## src/hw/asg_pkg.sv

```systemverilog
////////////////////
// shared widths, register map and control word for the single channel ASG
// sample table is fixed at 1024 words of 14 bits
////////////////////

package asg_pkg;

  // data path and counters
  localparam int unsigned DW  = 14;         // sample width, signed
  localparam int unsigned CWM = 10;         // table address bits
  localparam int unsigned CWF = 16;         // phase fraction bits
  localparam int unsigned CW  = CWM + CWF;  // full pointer width
  localparam int unsigned CWL = 32;         // burst length counter
  localparam int unsigned CWN = 16;         // burst number counter
  localparam int unsigned TN  = 4;          // external triggers

  // gain of 2**GAIN_SHIFT is unity
  localparam int unsigned GAIN_SHIFT = DW - 2;

  ////////////////////
  // address map
  ////////////////////

  localparam int unsigned BUF_SEL = 12;  // high half of the 8 KB window is the table

  localparam logic [BUF_SEL-1:0] REG_CTL     = 12'h000;
  localparam logic [BUF_SEL-1:0] REG_TRG     = 12'h004;
  localparam logic [BUF_SEL-1:0] REG_SIZ     = 12'h010;
  localparam logic [BUF_SEL-1:0] REG_OFF     = 12'h014;
  localparam logic [BUF_SEL-1:0] REG_STP     = 12'h018;
  localparam logic [BUF_SEL-1:0] REG_BST     = 12'h020;  // ben bit 0, inf bit 1
  localparam logic [BUF_SEL-1:0] REG_BDL     = 12'h024;
  localparam logic [BUF_SEL-1:0] REG_BLN     = 12'h028;
  localparam logic [BUF_SEL-1:0] REG_BNM     = 12'h02c;
  localparam logic [BUF_SEL-1:0] REG_STS_BLN = 12'h030;
  localparam logic [BUF_SEL-1:0] REG_STS_BNM = 12'h034;
  localparam logic [BUF_SEL-1:0] REG_MUL     = 12'h038;
  localparam logic [BUF_SEL-1:0] REG_SUM     = 12'h03c;

  // control word, write side
  typedef struct packed {
    logic [29:0] rsv;
    logic        trg;  // software trigger pulse
    logic        rst;  // engine stop pulse
  } ctl_wr_t;

  // control word, read side
  typedef struct packed {
    logic [27:0] rsv;
    logic        stp;  // engine idle
    logic        run;  // engine running
    logic [1:0]  pad;
  } ctl_rd_t;

  typedef union packed {
    ctl_wr_t wr;
    ctl_rd_t rd;
  } ctl_word_t;

endpackage
```

## src/hw/asg_regs.sv

```systemverilog
////////////////////
// system bus slave: config/status registers plus table window
// ack one cycle after strobe, err never set
// one strobe outstanding at a time
////////////////////

module asg_regs (
  input  logic                     bus,
  input  logic                     rst,
  input  logic [31:0]              bus_addr,
  input  logic [31:0]              bus_wdata,
  input  logic                     bus_wen,
  input  logic                     bus_ren,
  output logic [31:0]              bus_rdata,
  output logic                     bus_ack,
  output logic                     bus_err,
  // table side
  output logic                     buf_wen,
  output logic                     buf_ren,
  output logic [asg_pkg::CWM-1:0]  buf_addr,
  output logic [asg_pkg::DW-1:0]   buf_wdata,
  input  logic [asg_pkg::DW-1:0]   buf_rdata,
  input  logic                     buf_ack,
  // control pulses
  output logic                     ctl_rst,
  output logic                     trg_swo,
  // configuration
  output logic [asg_pkg::TN-1:0]   cfg_trg,
  output logic [asg_pkg::CW-1:0]   cfg_siz,
  output logic [asg_pkg::CW-1:0]   cfg_off,
  output logic [asg_pkg::CW-1:0]   cfg_stp,
  output logic                     cfg_ben,
  output logic                     cfg_inf,
  output logic [asg_pkg::CWM-1:0]  cfg_bdl,
  output logic [asg_pkg::CWL-1:0]  cfg_bln,
  output logic [asg_pkg::CWN-1:0]  cfg_bnm,
  output logic [asg_pkg::DW-1:0]   cfg_mul,
  output logic [asg_pkg::DW-1:0]   cfg_sum,
  // status
  input  logic                     sts_run,
  input  logic [asg_pkg::CWL-1:0]  sts_bln,
  input  logic [asg_pkg::CWN-1:0]  sts_bnm
);

  logic                          reg_sel;    // strobe hits register space
  logic [asg_pkg::BUF_SEL-1:0]   reg_ofs;    // byte offset in register space
  logic                          reg_wen;
  logic                          reg_ack;
  logic [31:0]                   reg_rdata;
  logic                          buf_sel_r;  // pending answer comes from table
  asg_pkg::ctl_word_t            ctl_wr;
  asg_pkg::ctl_word_t            ctl_rd;

  assign reg_sel = ~bus_addr[asg_pkg::BUF_SEL];
  assign reg_ofs = bus_addr[asg_pkg::BUF_SEL-1:0];
  assign reg_wen = bus_wen & reg_sel;

  // table window, word addressed
  assign buf_wen   = bus_wen & ~reg_sel;
  assign buf_ren   = bus_ren & ~reg_sel;
  assign buf_addr  = bus_addr[asg_pkg::BUF_SEL-1:2];
  assign buf_wdata = bus_wdata[asg_pkg::DW-1:0];

  ////////////////////
  // control pulses
  ////////////////////

  assign ctl_wr  = bus_wdata;
  assign ctl_rst = reg_wen & (reg_ofs == asg_pkg::REG_CTL) & ctl_wr.wr.rst;
  assign trg_swo = reg_wen & (reg_ofs == asg_pkg::REG_CTL) & ctl_wr.wr.trg;

  always_comb begin
    ctl_rd        = '0;
    ctl_rd.rd.run = sts_run;
    ctl_rd.rd.stp = ~sts_run;
  end

  // configuration writes
  always_ff @(posedge bus) begin
    if (rst) begin
      cfg_trg <= '0;
      cfg_siz <= '0;
      cfg_off <= '0;
      cfg_stp <= '0;
      cfg_ben <= 1'b0;
      cfg_inf <= 1'b0;
      cfg_bdl <= '0;
      cfg_bln <= '0;
      cfg_bnm <= '0;
      cfg_mul <= '0;
      cfg_sum <= '0;
    end else if (reg_wen) begin
      case (reg_ofs)
        asg_pkg::REG_TRG: cfg_trg <= bus_wdata[asg_pkg::TN-1:0];
        asg_pkg::REG_SIZ: cfg_siz <= bus_wdata[asg_pkg::CW-1:0];
        asg_pkg::REG_OFF: cfg_off <= bus_wdata[asg_pkg::CW-1:0];
        asg_pkg::REG_STP: cfg_stp <= bus_wdata[asg_pkg::CW-1:0];
        asg_pkg::REG_BST: begin
          cfg_ben <= bus_wdata[0];
          cfg_inf <= bus_wdata[1];
        end
        asg_pkg::REG_BDL: cfg_bdl <= bus_wdata[asg_pkg::CWM-1:0];
        asg_pkg::REG_BLN: cfg_bln <= bus_wdata[asg_pkg::CWL-1:0];
        asg_pkg::REG_BNM: cfg_bnm <= bus_wdata[asg_pkg::CWN-1:0];
        asg_pkg::REG_MUL: cfg_mul <= bus_wdata[asg_pkg::DW-1:0];
        asg_pkg::REG_SUM: cfg_sum <= bus_wdata[asg_pkg::DW-1:0];
        default: ;  // status and unmapped are read only
      endcase
    end
  end

  // register read data, zero extended
  always_ff @(posedge bus) begin
    if (bus_ren & reg_sel) begin
      case (reg_ofs)
        asg_pkg::REG_CTL:     reg_rdata <= ctl_rd;
        asg_pkg::REG_TRG:     reg_rdata <= 32'(cfg_trg);
        asg_pkg::REG_SIZ:     reg_rdata <= 32'(cfg_siz);
        asg_pkg::REG_OFF:     reg_rdata <= 32'(cfg_off);
        asg_pkg::REG_STP:     reg_rdata <= 32'(cfg_stp);
        asg_pkg::REG_BST:     reg_rdata <= {30'd0, cfg_inf, cfg_ben};
        asg_pkg::REG_BDL:     reg_rdata <= 32'(cfg_bdl);
        asg_pkg::REG_BLN:     reg_rdata <= 32'(cfg_bln);
        asg_pkg::REG_BNM:     reg_rdata <= 32'(cfg_bnm);
        asg_pkg::REG_STS_BLN: reg_rdata <= 32'(sts_bln);
        asg_pkg::REG_STS_BNM: reg_rdata <= 32'(sts_bnm);
        asg_pkg::REG_MUL:     reg_rdata <= 32'(cfg_mul);
        asg_pkg::REG_SUM:     reg_rdata <= 32'(cfg_sum);
        default:              reg_rdata <= '0;
      endcase
    end
  end

  ////////////////////
  // answer select
  ////////////////////

  always_ff @(posedge bus) begin
    if (rst) begin
      reg_ack   <= 1'b0;
      buf_sel_r <= 1'b0;
    end else begin
      reg_ack <= (bus_wen | bus_ren) & reg_sel;
      if (bus_wen | bus_ren) buf_sel_r <= ~reg_sel;  // remember who answers
    end
  end

  // table words come back sign extended
  assign bus_ack   = buf_sel_r ? buf_ack : reg_ack;
  assign bus_rdata = buf_sel_r ? {{(32-asg_pkg::DW){buf_rdata[asg_pkg::DW-1]}}, buf_rdata}
                               : reg_rdata;
  assign bus_err   = 1'b0;  // no error cases in this map

endmodule

```

## config.mk

```make
export PLATFORM = sky130hd
export DESIGN_NAME = asg_regs
export DESIGN_NICKNAME = d
export VERILOG_FILES = /design/src/hw/asg_pkg.sv /design/src/hw/asg_regs.sv
export SDC_FILE = /design/constraint.sdc
export NUM_CORES = 1
export LEC_CHECK = 0
export BUFFER_PORTS_ARGS = -buffer_cell sky130_fd_sc_hd__buf_2
export CORE_MARGIN = 2
export CORE_UTILIZATION = 30
export CTS_CLUSTER_SIZE = 10
export DETAILED_ROUTE_END_ITERATION = 7
export GPL_ROUTABILITY_DRIVEN = 0
export GPL_TIMING_DRIVEN = 1
export PLACE_DENSITY = 0.56
export SLEW_MARGIN = 20
export SYNTH_ARGS = -nofsm -noshare
export SYNTH_HDL_FRONTEND = slang
export SYNTH_SLANG_ARGS = --single-unit
```

## constraint.sdc

```tcl
create_clock -name bus -period 4.4 [get_ports bus]
set_clock_uncertainty 0.1 [all_clocks]
set_input_delay 0.66 -clock bus [delete_from_list [all_inputs] [get_ports bus]]
set_output_delay 0.66 -clock bus [all_outputs]
set_load 0.1 [all_outputs]
```

# Word level (Yosys, flattened, before mapping)
# Cells that the tools add are included.
[word_totals]
register_bits = 204
input_bits = 132
out_inout_bits = 232
[op_classes]
eq_ne = 12
mux = 3
n_bitwise = 11
n_reduce_logical = 11
[ops]
columns = ["operator", "count"]
rows = [
  ["32-bit case mux with 13 select lines", 1],
  ["12-bit by 6-bit equality test with 1-bit output, second input constant", 8],
  ["12-bit by 5-bit equality test with 1-bit output, second input constant", 3],
  ["32-bit two-way mux", 1],
  ["2-bit AND reduction", 10],
  ["12-bit by 3-bit equality test with 1-bit output, second input constant", 1],
  ["12-bit zero test", 1],
  ["1-bit bitwise AND", 8],
  ["1-bit NOT", 2],
  ["1-bit two-way mux", 1],
  ["1-bit OR", 1],
]

# Depth between registers and ports, before layout
# Gate-level depths: netlist (run 1).
[depth]
depth_word = 4
depth_mapped = 9

# Least setup slack after synthesis (run 1)
# No wires, ideal clock.
[synth_path]
path_type = "flip-flop to output port"
from = "register buf_sel_r"
to = "output port bus_rdata[13]"
arrival_time_ps = 2770
path_slack_ps = 870
stages_incl_launch_ff = 4
path_cell_list = "dfxtp_1 -> clkbuf_1 -> clkbuf_1 -> o21ai_0"
[synth_via]
elab_chain_len = 1
[synth_lines]
columns = ["element", "line", "text"]
rows = [
  ["from (decl)", "asg_regs.sv:50", "logic buf_sel_r;"],
  ["from (signal assigned)", "asg_regs.sv:144", "if (bus_wen | bus_ren) buf_sel_r <= ~reg_sel;"],
  ["32-bit two-way mux", "asg_regs.sv:150", "assign bus_rdata = buf_sel_r ? {{(32-asg_pkg::DW){buf_rdata[asg_pkg::DW-1]}}, buf_rdata}"],
  ["to (decl)", "asg_regs.sv:14", "output logic [31:0] bus_rdata,"],
]
# Every way passes these cells.

# Worst setup path after layout (run 1)
[layout_path]
from = "input port bus_addr[5]"
to = "output port ctl_rst"
[layout_via]
elab_chain_len = 3
[layout_lines]
columns = ["element", "line", "text"]
rows = [
  ["from (decl)", "asg_regs.sv:10", "input logic [31:0] bus_addr,"],
  ["12-bit zero test", "asg_regs.sv:69", "assign ctl_rst = reg_wen & (reg_ofs == asg_pkg::REG_CTL) & ctl_wr.wr.rst;"],
  ["1-bit bitwise AND (2 in series)", "asg_regs.sv:69", ""],
  ["to (decl)", "asg_regs.sv:25", "output logic ctl_rst,"],
]
# Every way passes these cells.

==> results of run 1 <==
-- placed cells by master, fill, tap and decap left out, types with 3 or more instances in the layout --
master,count
edfxtp_1,32
and2_1,6
inv_1,22
diode_2,4
a32o_1,3
clkbuf_8,4
dfxtp_1,171
a21oi_1,175
and3_1,7
a221oi_1,3
nor3_4,3
nor2_1,16
o21ai_0,27
nor3_1,5
clkbuf_1,13
a222oi_1,12
a22oi_1,17
a211o_1,3
clkbuf_16,25
nand2_1,339
buf_4,33
a32oi_1,10
a22o_1,13
mux2_2,25
mux2i_1,29
a221o_1,4
o22ai_1,4
nand3_1,48
buf_2,342
buf_12,3
-- power by group --
part | switching [uW] | internal, uW
logic | 469 | 107
clock network | 806 | 1110
registers | 5.12 | 1910
total | 1280 | 3130
-- registers in the layout, indices dropped and copies added (netlist names), 10 cells and up --
| name | cells |
|---|---|
| cfg_bdl | 10 |
| cfg_bln | 32 |
| cfg_bnm | 16 |
| cfg_mul | 14 |
| cfg_off | 26 |
| cfg_siz | 26 |
| cfg_stp | 26 |
| cfg_sum | 14 |
| reg_rdata | 32 |
-- cell families (layout without fill, tap and decap cells) --
group,Yosys count,in the layout,synth area share [%]
mux,55,55,6.28
other cells,1,5,0.0396
flops,204,204,46.5
compound gates,280,280,17.7
buf+inv,143,443,7.81
simple gates,456,456,21.6
-- through the flow --
| stage | instances | hold slack, ns | power (uW) | util (%) | setup slack, ns |
|---|---|---|---|---|---|
| after floorplan | 1139 | 0.693 | 2390 | - | 0.870 |
| after global placement | 1798 | 0.352 | 2530 | 36.3 | 0.971 |
| after detailed placement | 1798 | 0.358 | 2530 | 36.3 | 0.963 |
| after CTS | 1841 | 0.260 | 4450 | 38.6 | 0.953 |
| after global routing | 1844 | 0.284 | 4540 | 38.7 | 0.895 |
| final | 1845 | 0.278 | 4410 | 38.7 | 0.931 |
-- worst max path at each step --
stage                start       endpoint  cells past startpoint
2_1_floorplan    buf_sel_r  bus_rdata[13]                      3
3_3_place_gp   bus_addr[5]        ctl_rst                      5
3_5_place_dp   bus_addr[5]        ctl_rst                      5
4_1_cts        bus_addr[5]        ctl_rst                      5
5_1_grt        bus_addr[5]        ctl_rst                      5
6_report       bus_addr[5]        ctl_rst                      5
-- layer usage --
metal	vias to the layer above	global-route usage (%)
met1	4606	31.3
li1	4490	-
met4	0	8.13
met5	-	0
met2	508	36.8
met3	79	5.88
-- critical path: stages --
cell	delay [ns]
buf_2	0.28
or4_1	0.67
nor2_1	0.40
and3_1	0.26
buf_2	0.44
-- area by class of cell --
| cell class | count | area share, % |
|---|---|---|
| Sequential cell | 204 | 36.4 |
| Multi-Input combinational cell | 792 | 36.0 |
| Timing Repair Buffer | 378 | 16.7 |
| Clock buffer | 42 | 6.02 |
| Tap cell | 402 | 4.15 |
| Inverter | 22 | 0.682 |
| Antenna cell | 4 | 0.0827 |
| Clock inverter | 1 | 0.0413 |
==> impl_summary.md, run 1 <==
Critical path
Of all nets on the critical path, the largest fanout is 18. The endpoint identified for the worst register-to-register timing path is reg_rdata[3]. The worst-case reg-to-reg path depth is 3. The setup slack on the worst flop-to-flop path is 2.44 ns.

The worst setup path is launched from a primary input. The data required time of the critical path is 3.64 ns. In this run the critical register-to-register path is launched from cfg_bln[3].

By startpoint and endpoint, the worst setup path is classified as in2out. Data on the critical path arrives at its endpoint at 2.71 ns. STA classifies the critical path endpoint as an output pin.

Logic synthesis
The cell area after synthesis is 0.00947 sq mm. The synthesized netlist contains a little under 60 unique library cells. For this run, asynchronously set or reset flops after synthesis account for 0%. In the synthesized netlist, the cells that appear most often are 339 x nand2_1, 175 x a21oi_1, 172 x dfxtp_1. The library cell with the highest instance count after synthesis is nand2_1. The mean instance size in the synthesized netlist is around 8.3 sq um.

Ranked by total cell area, the synthesized netlist is headed by dfxtp_1 36%, nand2_1 13%, edfxtp_1 10%. After synthesis the netlist holds a flip-flop and latch count of about 200. The synthesized design devotes to its leading area cell type between 30% and 40% of total area.

Sequential cells were found to cover 46.5% of the synthesized design area. In the synthesized netlist the dominant register cell turns out to be dfxtp_1. The post-synth net total is 1271.

Of all cell types, the one taking the most synthesized area is dfxtp_1. The number of flops mapped to enable cells by yosys is 32. The number of warning messages in the yosys log is 0. The instance count of the mapped netlist is roughly 1100.

Route
The routed length on met2 is about 18 mm. The met3 wire length is around 4.0 mm. Detailed routing inserted a total of about 9700 vias. Dividing the detail-routed via count by the number of cells gives roughly 5.2. The total detailed-routing wirelength is between 40 and 50 mm. The highest routing layer actually used is met4. For this run, design rule violations remaining after detail routing come to 0. The pre-antenna-repair detailed-routing pass consisted of 6 iterations. Once detail routing completed, the nets flagged for antenna violations numbered 0. The DRC violation total after the first TritonRoute iteration is a little under 800. The average routed wire per standard cell is around 22 um. After detailed routing, the wire length on met1 is 16.7 mm.

Clocking
The clock slew seen by the registers of the worst setup and hold paths is 0.06 ns. The number of instances resized during post-cts repair is 0. The clock net in this run drives a total of between 200 and 250 sinks.

The number of buffers on the longest clock path is 3. The post-cts hold buffer count is 0. TritonCTS built the clock tree. Once the clock tree was built, the setup fixing pass inserted 0 buffers. The level count of the clock H-tree is 1.

CTS placed an instance of clkbuf_16 at the clock tree root. The insertion delay to the later sink of the worst-skew pair is 0.52 ns. In this run, CTS created clock tree buffers numbering 25.

Layout
The net count of the finished layout is 1555. In the final layout, the multi-input gates occupy 0.00435 sq mm. Compared with the post-synthesis result, the final layout area differs by 27.9%.

The number of inserted filler cells in the final layout is 3220. Across the whole layout, storage elements account for roughly 0.0044 sq mm. The share of post-route cells with drive strength above 1 is a little under a third. The post-layout instance area is 0.0121 sq mm.

Global route
The number of antenna violations at the first check in global routing came to 4. The number of global-route vias before repair is between 8000 and 9000. The pin count of the biggest net entering global routing is 90. The total global-route track usage is a little under a quarter. Summed over all layers, the global routing overflow is 0. The wire length of the first global-routing pass is 58.5 mm.

STA
The maximum clock frequency is around 0.29 GHz. Setup repair after global routing left no endpoint under its margin. Setup violations remaining at the end of the flow were counted as 0. The remaining max-slew budget at the tightest pin is ~27%. The final-layout setup total negative slack is 0 ns. Dividing the final minimum period by the clock period gives between 70 and 80%. The max-slew violation total from the final report was 0. The count of final hold-check violations was 0. The final period demand of the worst path is 3.47 ns.

The actual slew at the worst max-slew pin is around 1.1 ns.

Power
For this design the static power due to leakage is around 0.0051 uW. The worst-case IR drop observed on VDD is roughly 0.00021 V. For this design the ratio of total power to cell area is 364 mW/mm^2.

Placement
The number of I/O port buffers is approximately 340. The HPWL after detailed placement is approximately 29 mm. Summing all placed instances gives a cell area of between 0.01 and 0.015 sq mm.

Floorplan
The effective utilization at floorplan is between 30% and 40%. The placeable core area is approximately 0.031 sq mm. The count of standard-cell rows is 65.

The number of placed I/O pins is around 360. The die is 182 um tall. Measured along the x axis, the die boundary spans 182 um. The die outline area is about 0.033 sq mm.

Run
The reported max-cap violation count is 0.

Worst hold path
The worst hold endpoint is cfg_bln[29]. The kind of path behind the tightest hold check is in2reg. In this run the most critical hold path is launched from bus_wdata[29].

The number of stages on the worst hold path is 3.

Run status
The flow ran to the end, and the final reports show no timing, DRC or antenna violations.
(Power assumes the default switching activity.)
==> run 2, diff against run 1 <==
--- a/config.mk
+++ b/config.mk
@@ -5,6 +5,7 @@
 export SDC_FILE = /design/constraint.sdc
 export NUM_CORES = 1
 export LEC_CHECK = 0
+export ABC_AREA = 1
 export BUFFER_PORTS_ARGS = -buffer_cell sky130_fd_sc_hd__buf_2
 export CORE_MARGIN = 2
 export CORE_UTILIZATION = 30
==> constraint.sdc (replaced) <==
create_clock -name bus -period 3.32 [get_ports bus]
set_clock_uncertainty 0.1 [all_clocks]
set_input_delay 0.498 -clock bus [delete_from_list [all_inputs] [get_ports bus]]
set_output_delay 0.498 -clock bus [all_outputs]
set_load 0.1 [all_outputs]
==> run 2 against run 1 <==
  * Non-clock buffer count shrank 9
  * Highest routed layer unchanged
  * Critical path type unchanged
  * Clock power grew 32%
  * Routed wire length grew 1.8%
  * Synthesized cell count grew 33%
==> impl_summary.md, run 2 <==
Logic synthesis
Among all cell types in the netlist, the one instantiated most often is nor2_1. The number of flops mapped to enable cells by yosys is 32 (unchanged). The number of distinct library cells after synthesis is 28 (-53%). The flip-flop and latch count after synthesis came to 204 (unchanged).

The mean instance size in the synthesized netlist is 6.72 sq um (-19%). The instance count of the mapped netlist came to 1517 (+33%). After synthesis, the cell types taking the most area are dfxtp_1 34%, nor2_1 13%, nand2_1 11%. Of all cell types, the one taking the most synthesized area is dfxtp_1. The top flip-flop cell by instance count after synthesis is dfxtp_1. The share of flip-flops with an asynchronous set or reset after synthesis came to 0% (unchanged). The area share of the largest cell type after synthesis is 33.8% (-2.6 points). The register area share after synthesis came to 43.2% (-3.3 points). The number of warning messages in the yosys log came to 0 (unchanged). The post-synth net total came to 1649 (+30%). The cell area after synthesis is 0.0102 sq mm (+7.7%). The commonest cells after synthesis are 350 x nor2_1, 289 x nand2_1, 172 x dfxtp_1.

Critical path
The worst-case reg-to-reg path depth was 4 (+1). The data required time of the critical path is 2.72 ns (-0.92 ns). The most critical setup path has its startpoint at bus_addr[9]. The biggest fanout along the worst timing path is 14 (-4). The element type at the critical path end is an output pin. The worst register-to-register path begins at cfg_bdl[9]. The arrival time at the worst endpoint was 1.98 ns (-0.73 ns).

The setup slack on the worst flop-to-flop path is 2.07 ns (-0.37 ns). In this run the critical register-to-register path is captured at reg_rdata[9]. The worst setup path is of the in2out kind. STA classifies the critical path startpoint as a primary input.

Layout
The synthesis-to-layout area growth is 28.8%. The number of inserted filler cells in the final layout is 3552 (+10%). The share of post-route cells with drive strength above 1 came to 24.6% (-7.1 points). In the final layout, the registers with the most flip-flops are cfg_bln x32, reg_rdata x32. The final cell count without fillers is 2254 (+22%). The post-route core utilization is 39.2% (+0.51 points).

In the layout the commonest cells are 348 x nor2_1, 322 x buf_2, 289 x nand2_1. The library cell used most frequently in the layout, excluding fill and tap cells, is nor2_1. The layout net count is 1922 (+24%).

Route
The DRC violation total after the first TritonRoute iteration is 828 (+7.1%). The average routed wire per standard cell came to 18.2 um (-17%). The number of detailed-route iterations in the first pass was 7 (+1). The number of nets still failing antenna checks after routing came to 0 (unchanged). The average vias per placed instance is 4.72 (-10%).

The residual DRC count is 0 (unchanged). The count of vias placed by the detailed router was 10639 (+9.9%). The total detailed-routing wirelength was 41.0 mm (+1.8%).

Worst hold path
The number of stages on the worst hold path was 3 (unchanged). The worst hold path terminates at cfg_bln[31]. The worst hold path begins at bus_wdata[31]. The path class of the tightest hold or removal check is in2reg.

STA
The remaining max-slew budget at the tightest pin is 38.0% (+11 points). The part of the cycle the worst path needs is 77.5%. The maximum clock frequency is roughly 0.39 GHz. The actual slew at the worst max-slew pin is 0.927 ns (-0.159 ns). The final period demand of the worst path is ~2.6 ns. Setup repair after global routing left no endpoint under its margin. The final setup violation count is 0 (unchanged). The count of final hold-check violations is 0 (unchanged). The max-slew violation total from the final report is 0 (unchanged).

Placement
The number of I/O port buffers is 343 (unchanged). The cell count after placement is 2211 (+23%). The detailed-placement wirelength estimate was 29.0 mm (+1.9%).

Clocking
The TritonCTS sink count was 204 (unchanged). The number of instances resized during post-cts repair is 0 (unchanged). The post-cts hold buffer count is 0 (unchanged). The number of buffers on the longest clock path is 3 (unchanged). The clock slew seen by the registers of the worst setup and hold paths was 0.06 ns (about the same).

The insertion delay to the later sink of the worst-skew pair was 0.53 ns (about the same). The number of clock buffers inserted by TritonCTS is 25 (unchanged). The number of setup buffers added after CTS is 0 (unchanged). The level count of the clock H-tree is 1 (unchanged). The CTS tree is built. The clock tree root driver cell is clkbuf_16.

Floorplan
The height of the die was 188 um (+3.7%). The die outline area is 0.0355 sq mm (+7.6%). The number of placed I/O pins came to 364 (unchanged). The placeable core area came to 0.0335 sq mm (+7.1%).

The die outline width came to 188 um (+3.7%). The count of standard-cell rows is 67 (+3.1%). The effective utilization at floorplan is 30.4% (+0.18 points).

Power
The sequential share of power was 43.5% (about the same). The worst vdd rail ir drop is 0.000308 V (+43%). The total power per unit cell area is 442 mW/mm^2 (+21%). The leakage power total is 0.00683 uW (+35%). The internal power is 4140 uW (+32%). The switching share of total power is 28.7% (-0.32 points). The final total power is 5810 uW (+32%). The share of power burned in combinational logic is 12.6% (-0.5 points). The clock group share of total power is 43.8% (+0.3 points). The net switching power was 1670 uW (+30%).

Run
The reported max-cap violation count came to 0 (unchanged).

Run status
The flow ran to the end, and the final reports show no timing, DRC or antenna violations.

Global route
The total global-route track usage is 22.3% (-1.1 points). The number of global-route vias before repair came to 9877 (+9.8%). The wire length of the first global-routing pass is 61.1 mm (+4.4%). The number of antenna violations at the first check in global routing is 2 (-2). The pin count of the biggest net entering global routing is 72 (-20%). The overall overflow remaining after global route is 0 (unchanged).
## run 2: cell count changes after synthesis, moves of 29 or more
cell,before,now
nor2_1,16,350
a21oi_1,175,34
mux2i_1,29,0
nand3_1,48,168
inv_1,22,162
o21ai_0,27,125
nand2_1,339,289
## run 2: worst max-delay path by stage
stage                               end  slack, ns  cells past startpoint
final                           trg_swo       0.75                      7
after global routing      bus_rdata[31]       0.56                      3
after CTS                 bus_rdata[31]       0.69                      3
after detailed placement     cfg_sum[3]       0.54                      8
after global placement       cfg_bln[8]       0.62                      8
after floorplan           bus_rdata[13]      -0.05                      3
## run 2: area by class of cell
type	count	area [sq um]	share of cell area [%]
clock buffer	38	704	5.36
sequential	204	4400	33.5
clock inverter	3	18.8	0.143
antenna	2	5.00	0.0381
timing repair buffer	369	2280	17.3
inverter	170	641	4.88
tap	448	561	4.27
multi-input combinational	1020	4530	34.5
## run 2: metrics by stage
step | cell area [sq um] | setup WS, ns | setup TNS, ns | hold WS, ns
2_1_floorplan | 10200 | -0.0476 | -0.869 | 0.533
3_3_place_gp | 12400 | 0.624 | 0 | 0.347
3_5_place_dp | 12400 | 0.545 | 0 | 0.354
4_1_cts | 13100 | 0.686 | 0 | 0.0865
5_1_grt | 13100 | 0.558 | 0 | 0.103
6_report | 13100 | 0.747 | 0 | 0.0917
## run 2: cell families after synthesis
group / synth area share (%)
other: 0.0368
and+or+nand+nor: 34.3
DFF: 43.2
AOI/OAI and AO/OA: 8.27
muxes: 1.55
buffers and inverters: 12.6
## run 2: critical path, stage by stage
cell	delay (ns)
buf_2	0.10
nor2_1	0.13
nand2_2	0.19
nor2_4	0.44
nand3_1	0.19
nor2_1	0.21
buf_12	0.20
## run 2: per-layer routing
metal	up-vias	part of all wire, %	wire length (um)	track usage [%]
met5	-	0	0	0
met4	0	2.4	995	6.40
met3	55	7.0	2860	3.48
met2	407	46	19000	37.2
met1	4915	44	18100	30.0
li1	5262	-	-	-
## run 2: power groups by stage
stage / sequential, uW / combinational (uW) / clock (uW)
4_1_cts: 2530 / 739 / 2570
2_1_floorplan: 2580 / 504 / 0
3_3_place_gp: 2580 / 736 / 0
5_1_grt: 2530 / 763 / 2700
3_5_place_dp: 2580 / 738 / 0
6_report: 2530 / 734 / 2540
==> run 3, diff against run 2 <==
--- a/config.mk
+++ b/config.mk
@@ -13,7 +13,7 @@
 export DETAILED_ROUTE_END_ITERATION = 7
 export GPL_ROUTABILITY_DRIVEN = 0
 export GPL_TIMING_DRIVEN = 1
-export PLACE_DENSITY = 0.56
+export PLACE_DENSITY = 0.58
 export SLEW_MARGIN = 20
 export SYNTH_ARGS = -nofsm -noshare
 export SYNTH_HDL_FRONTEND = slang
==> constraint.sdc (replaced) <==
create_clock -name bus -period 2.36 [get_ports bus]
set_clock_uncertainty 0.1 [all_clocks]
set_input_delay 0.354 -clock bus [delete_from_list [all_inputs] [get_ports bus]]
set_output_delay 0.354 -clock bus [all_outputs]
set_load 0.1 [all_outputs]
==> run 3 against run 2 <==
  * Combinational power increased by 55%
  * Sequential power increased by 41%
  * Global-route usage increased by 0.16 points
  * Total power increased by 44%
  * Sequential cell count unchanged
  * Critical endpoint is now bus_rdata[7]
  * Largest cell class unchanged
==> impl_summary.md, run 3 (same netlist as run 2, synthesis figures left out) <==
Global route
The total global-route track usage came to 22.5% (+0.16 points). The overall overflow remaining after global route is 0 (unchanged). The number of global-route vias before repair is 10273 (+4.0%). The pin count of the biggest net entering global routing is 48 (-33%). The number of antenna violations at the first check in global routing came to 4 (+2).

The wire length of the first global-routing pass was 61.7 mm (+1.1%).

STA
In the finished design, the share of the clock period the worst path needs comes to 91.0%. The maximum clock frequency is approximately 0.47 GHz. Subtracting the final worst setup slack from the clock period gives between 2 and 2.5 ns.

The remaining max-slew budget at the tightest pin is 62.9% (+25 points). Setup repair after global routing left no endpoint under its margin. The actual slew at the worst max-slew pin is 0.560 ns (-0.367 ns). The max-slew violation total from the final report is 0 (unchanged).

The count of final hold-check violations was 0 (unchanged). The worst hold slack is 0.0108 ns (-0.0809 ns). The final setup violation count is 0 (unchanged).

Route
The average routed wire per standard cell is 17.9 um (-1.8%). The total detailed-routing wirelength came to 41.0 mm (about the same). The number of detailed-route iterations in the first pass came to 5 (-2). The average vias per placed instance is 4.72 (about the same). The count of vias placed by the detailed router was 10825 (+1.7%).

The number of nets still failing antenna checks after routing came to 0 (unchanged). The DRC violation total after the first TritonRoute iteration was 721 (-13%). The residual DRC count is 0 (unchanged).

Clocking
The clock slew seen by the registers of the worst setup and hold paths is 0.06 ns (about the same). The level count of the clock H-tree is 1 (unchanged). The clock tree root driver cell is clkbuf_16. The CTS tree is built. The number of clock buffers inserted by TritonCTS is 25 (unchanged). The insertion delay to the later sink of the worst-skew pair came to 0.54 ns (about the same).

The number of buffers on the longest clock path is 3 (unchanged). The TritonCTS sink count is 204 (unchanged).

Power
The final total power came to 8330 uW (+44%). The total power per unit cell area was 605 mW/mm^2 (+37%). The worst vdd rail ir drop is 0.000400 V (+30%).

The leakage power total is 0.00712 uW (+4.3%).

Placement
The number of I/O port buffers is 343 (unchanged). The detailed-placement wirelength estimate is 30.6 mm (+5.3%).

Layout
The synthesis-to-layout area growth is 35.0%. The largest registers in the layout are cfg_bln x32, reg_rdata x32. The multi-input logic area came to 0.00456 sq mm (+0.66%). The layout net count is 1960 (+2.0%). The combined flip-flop and latch cell area came to 0.00441 sq mm (about the same).

The share of post-route cells with drive strength above 1 is 26.3% (+1.7 points). Leaving out fill and tap cells, the most frequent cells in the layout are 346 x nor2_1, 308 x buf_2, 288 x nand2_1. The library cell used most frequently in the layout, excluding fill and tap cells, is nor2_1. The number of inserted filler cells in the final layout is 3558 (+0.17%).

Floorplan
The effective utilization at floorplan is 30.4% (unchanged). The count of standard-cell rows is 67 (unchanged). The number of placed I/O pins is 364 (unchanged). The die outline area came to 0.0355 sq mm (unchanged). The placeable core area is 0.0335 sq mm (unchanged). The height of the die was 188 um (unchanged). The die outline width came to 188 um (unchanged).

Run status
The run finished with clean final reports.

Critical path
The category of the worst setup path launch point is a register. The critical path class is reg2out. The worst-case reg-to-reg path depth is 4 (unchanged). The worst setup path is captured at an output pin.

The cell with the largest stage delay on the worst path is mux2_2. The biggest fanout along the worst timing path was 15 (+1). The data required time of the critical path is 1.91 ns (-0.81 ns). Traced cell by cell, the critical path runs through buf_4 -> mux2_2 -> buf_12.

The arrival time at the worst endpoint was 1.69 ns (-0.29 ns). The stage delay of the slowest cell on the critical path is 0.41 ns (-0.03 ns).

Worst hold path
The path class of the tightest hold or removal check is in2reg. The number of stages on the worst hold path is 3 (unchanged).

Run
The reported max-cap violation count is 0 (unchanged).
[run 3: cell count changes in the layout (fill, tap and decap cells not counted), sizes merged]
| cell | before | now |
|---|---|---|
| buf | 369 | 398 |
| dlygate4sd3 | 0 | 9 |
| clkbuf | 38 | 40 |
| clkinv | 3 | 1 |
| diode | 2 | 3 |
[run 3: metal layers]
metal  part of all wire, %  vias to the layer above  global-route usage (%)  wire length [um]
met5                 0.032                        -                       0                13
met4                   2.8                        2                    6.58              1130
met3                   7.7                       70                    5.18              3160
met2                    46                      399                    38.2             19000
met1                    43                     5006                    28.5             17700
li1                      -                     5348                       -                 -
[run 3: area by class of cell]
type,instances,share of cell area [%]
Tap cell,448,4.07
Clock buffer,40,5.39
Sequential cell,204,32.0
Antenna cell,3,0.0545
Timing Repair Buffer,407,20.7
Multi-Input combinational cell,1020,33.1
Clock inverter,1,0.0636
Inverter,170,4.65
[run 3: stage by stage]
step | cell area, sq um | setup TNS (ns) | util, % | setup slack, ns | cells
global route | 13800 | 0 | 41.0 | 0.144 | 2291
finish | 13800 | 0 | 41.1 | 0.213 | 2293
global placement | 12900 | 0 | 38.5 | 0.140 | 2240
detailed placement | 12900 | 0 | 38.5 | 0.0917 | 2240
CTS | 13800 | 0 | 41.0 | 0.0238 | 2290
floorplan | 10200 | -2.67 | - | -0.190 | 1517
[run 3: worst paths after layout]
| check | startpoint | endpoint | slack [ns] |
|---|---|---|---|
| worst max-delay path | buf_sel_r | bus_rdata[7] | 0.21 |
| worst max register to register | cfg_bnm[0] | reg_rdata[0] | 1.13 |
| worst min-delay path | bus_wdata[17] | cfg_bln[17] | 0.01 |
| worst min register to register | cfg_sum[1] | cfg_sum[1] | 0.36 |
[run 3: power by group]
group          leakage (uW)  internal (uW)  switching [uW]  total (uW)
Clock              0.000366           2120            1510        3630
Sequential          0.00170           3550            13.5        3560
Combinational       0.00506            328             815        1140
Total               0.00712           6000            2340        8330
[run 3: worst max-delay path, delay by kind of cell, from the launching register on]
family / cells / cell delay (ns)
buffers and inverters: 2 / 0.40
muxes: 1 / 0.41
DFF: 1 / 0.35
[run 3: repair_timing]
action                                  in CTS  in global routing
endpoints found under the setup margin       0                 13
endpoints found under the hold margin       12                  0
hold buffers                                 9                  0
gates resized for setup                      0                  1
setup buffers                                0                  0
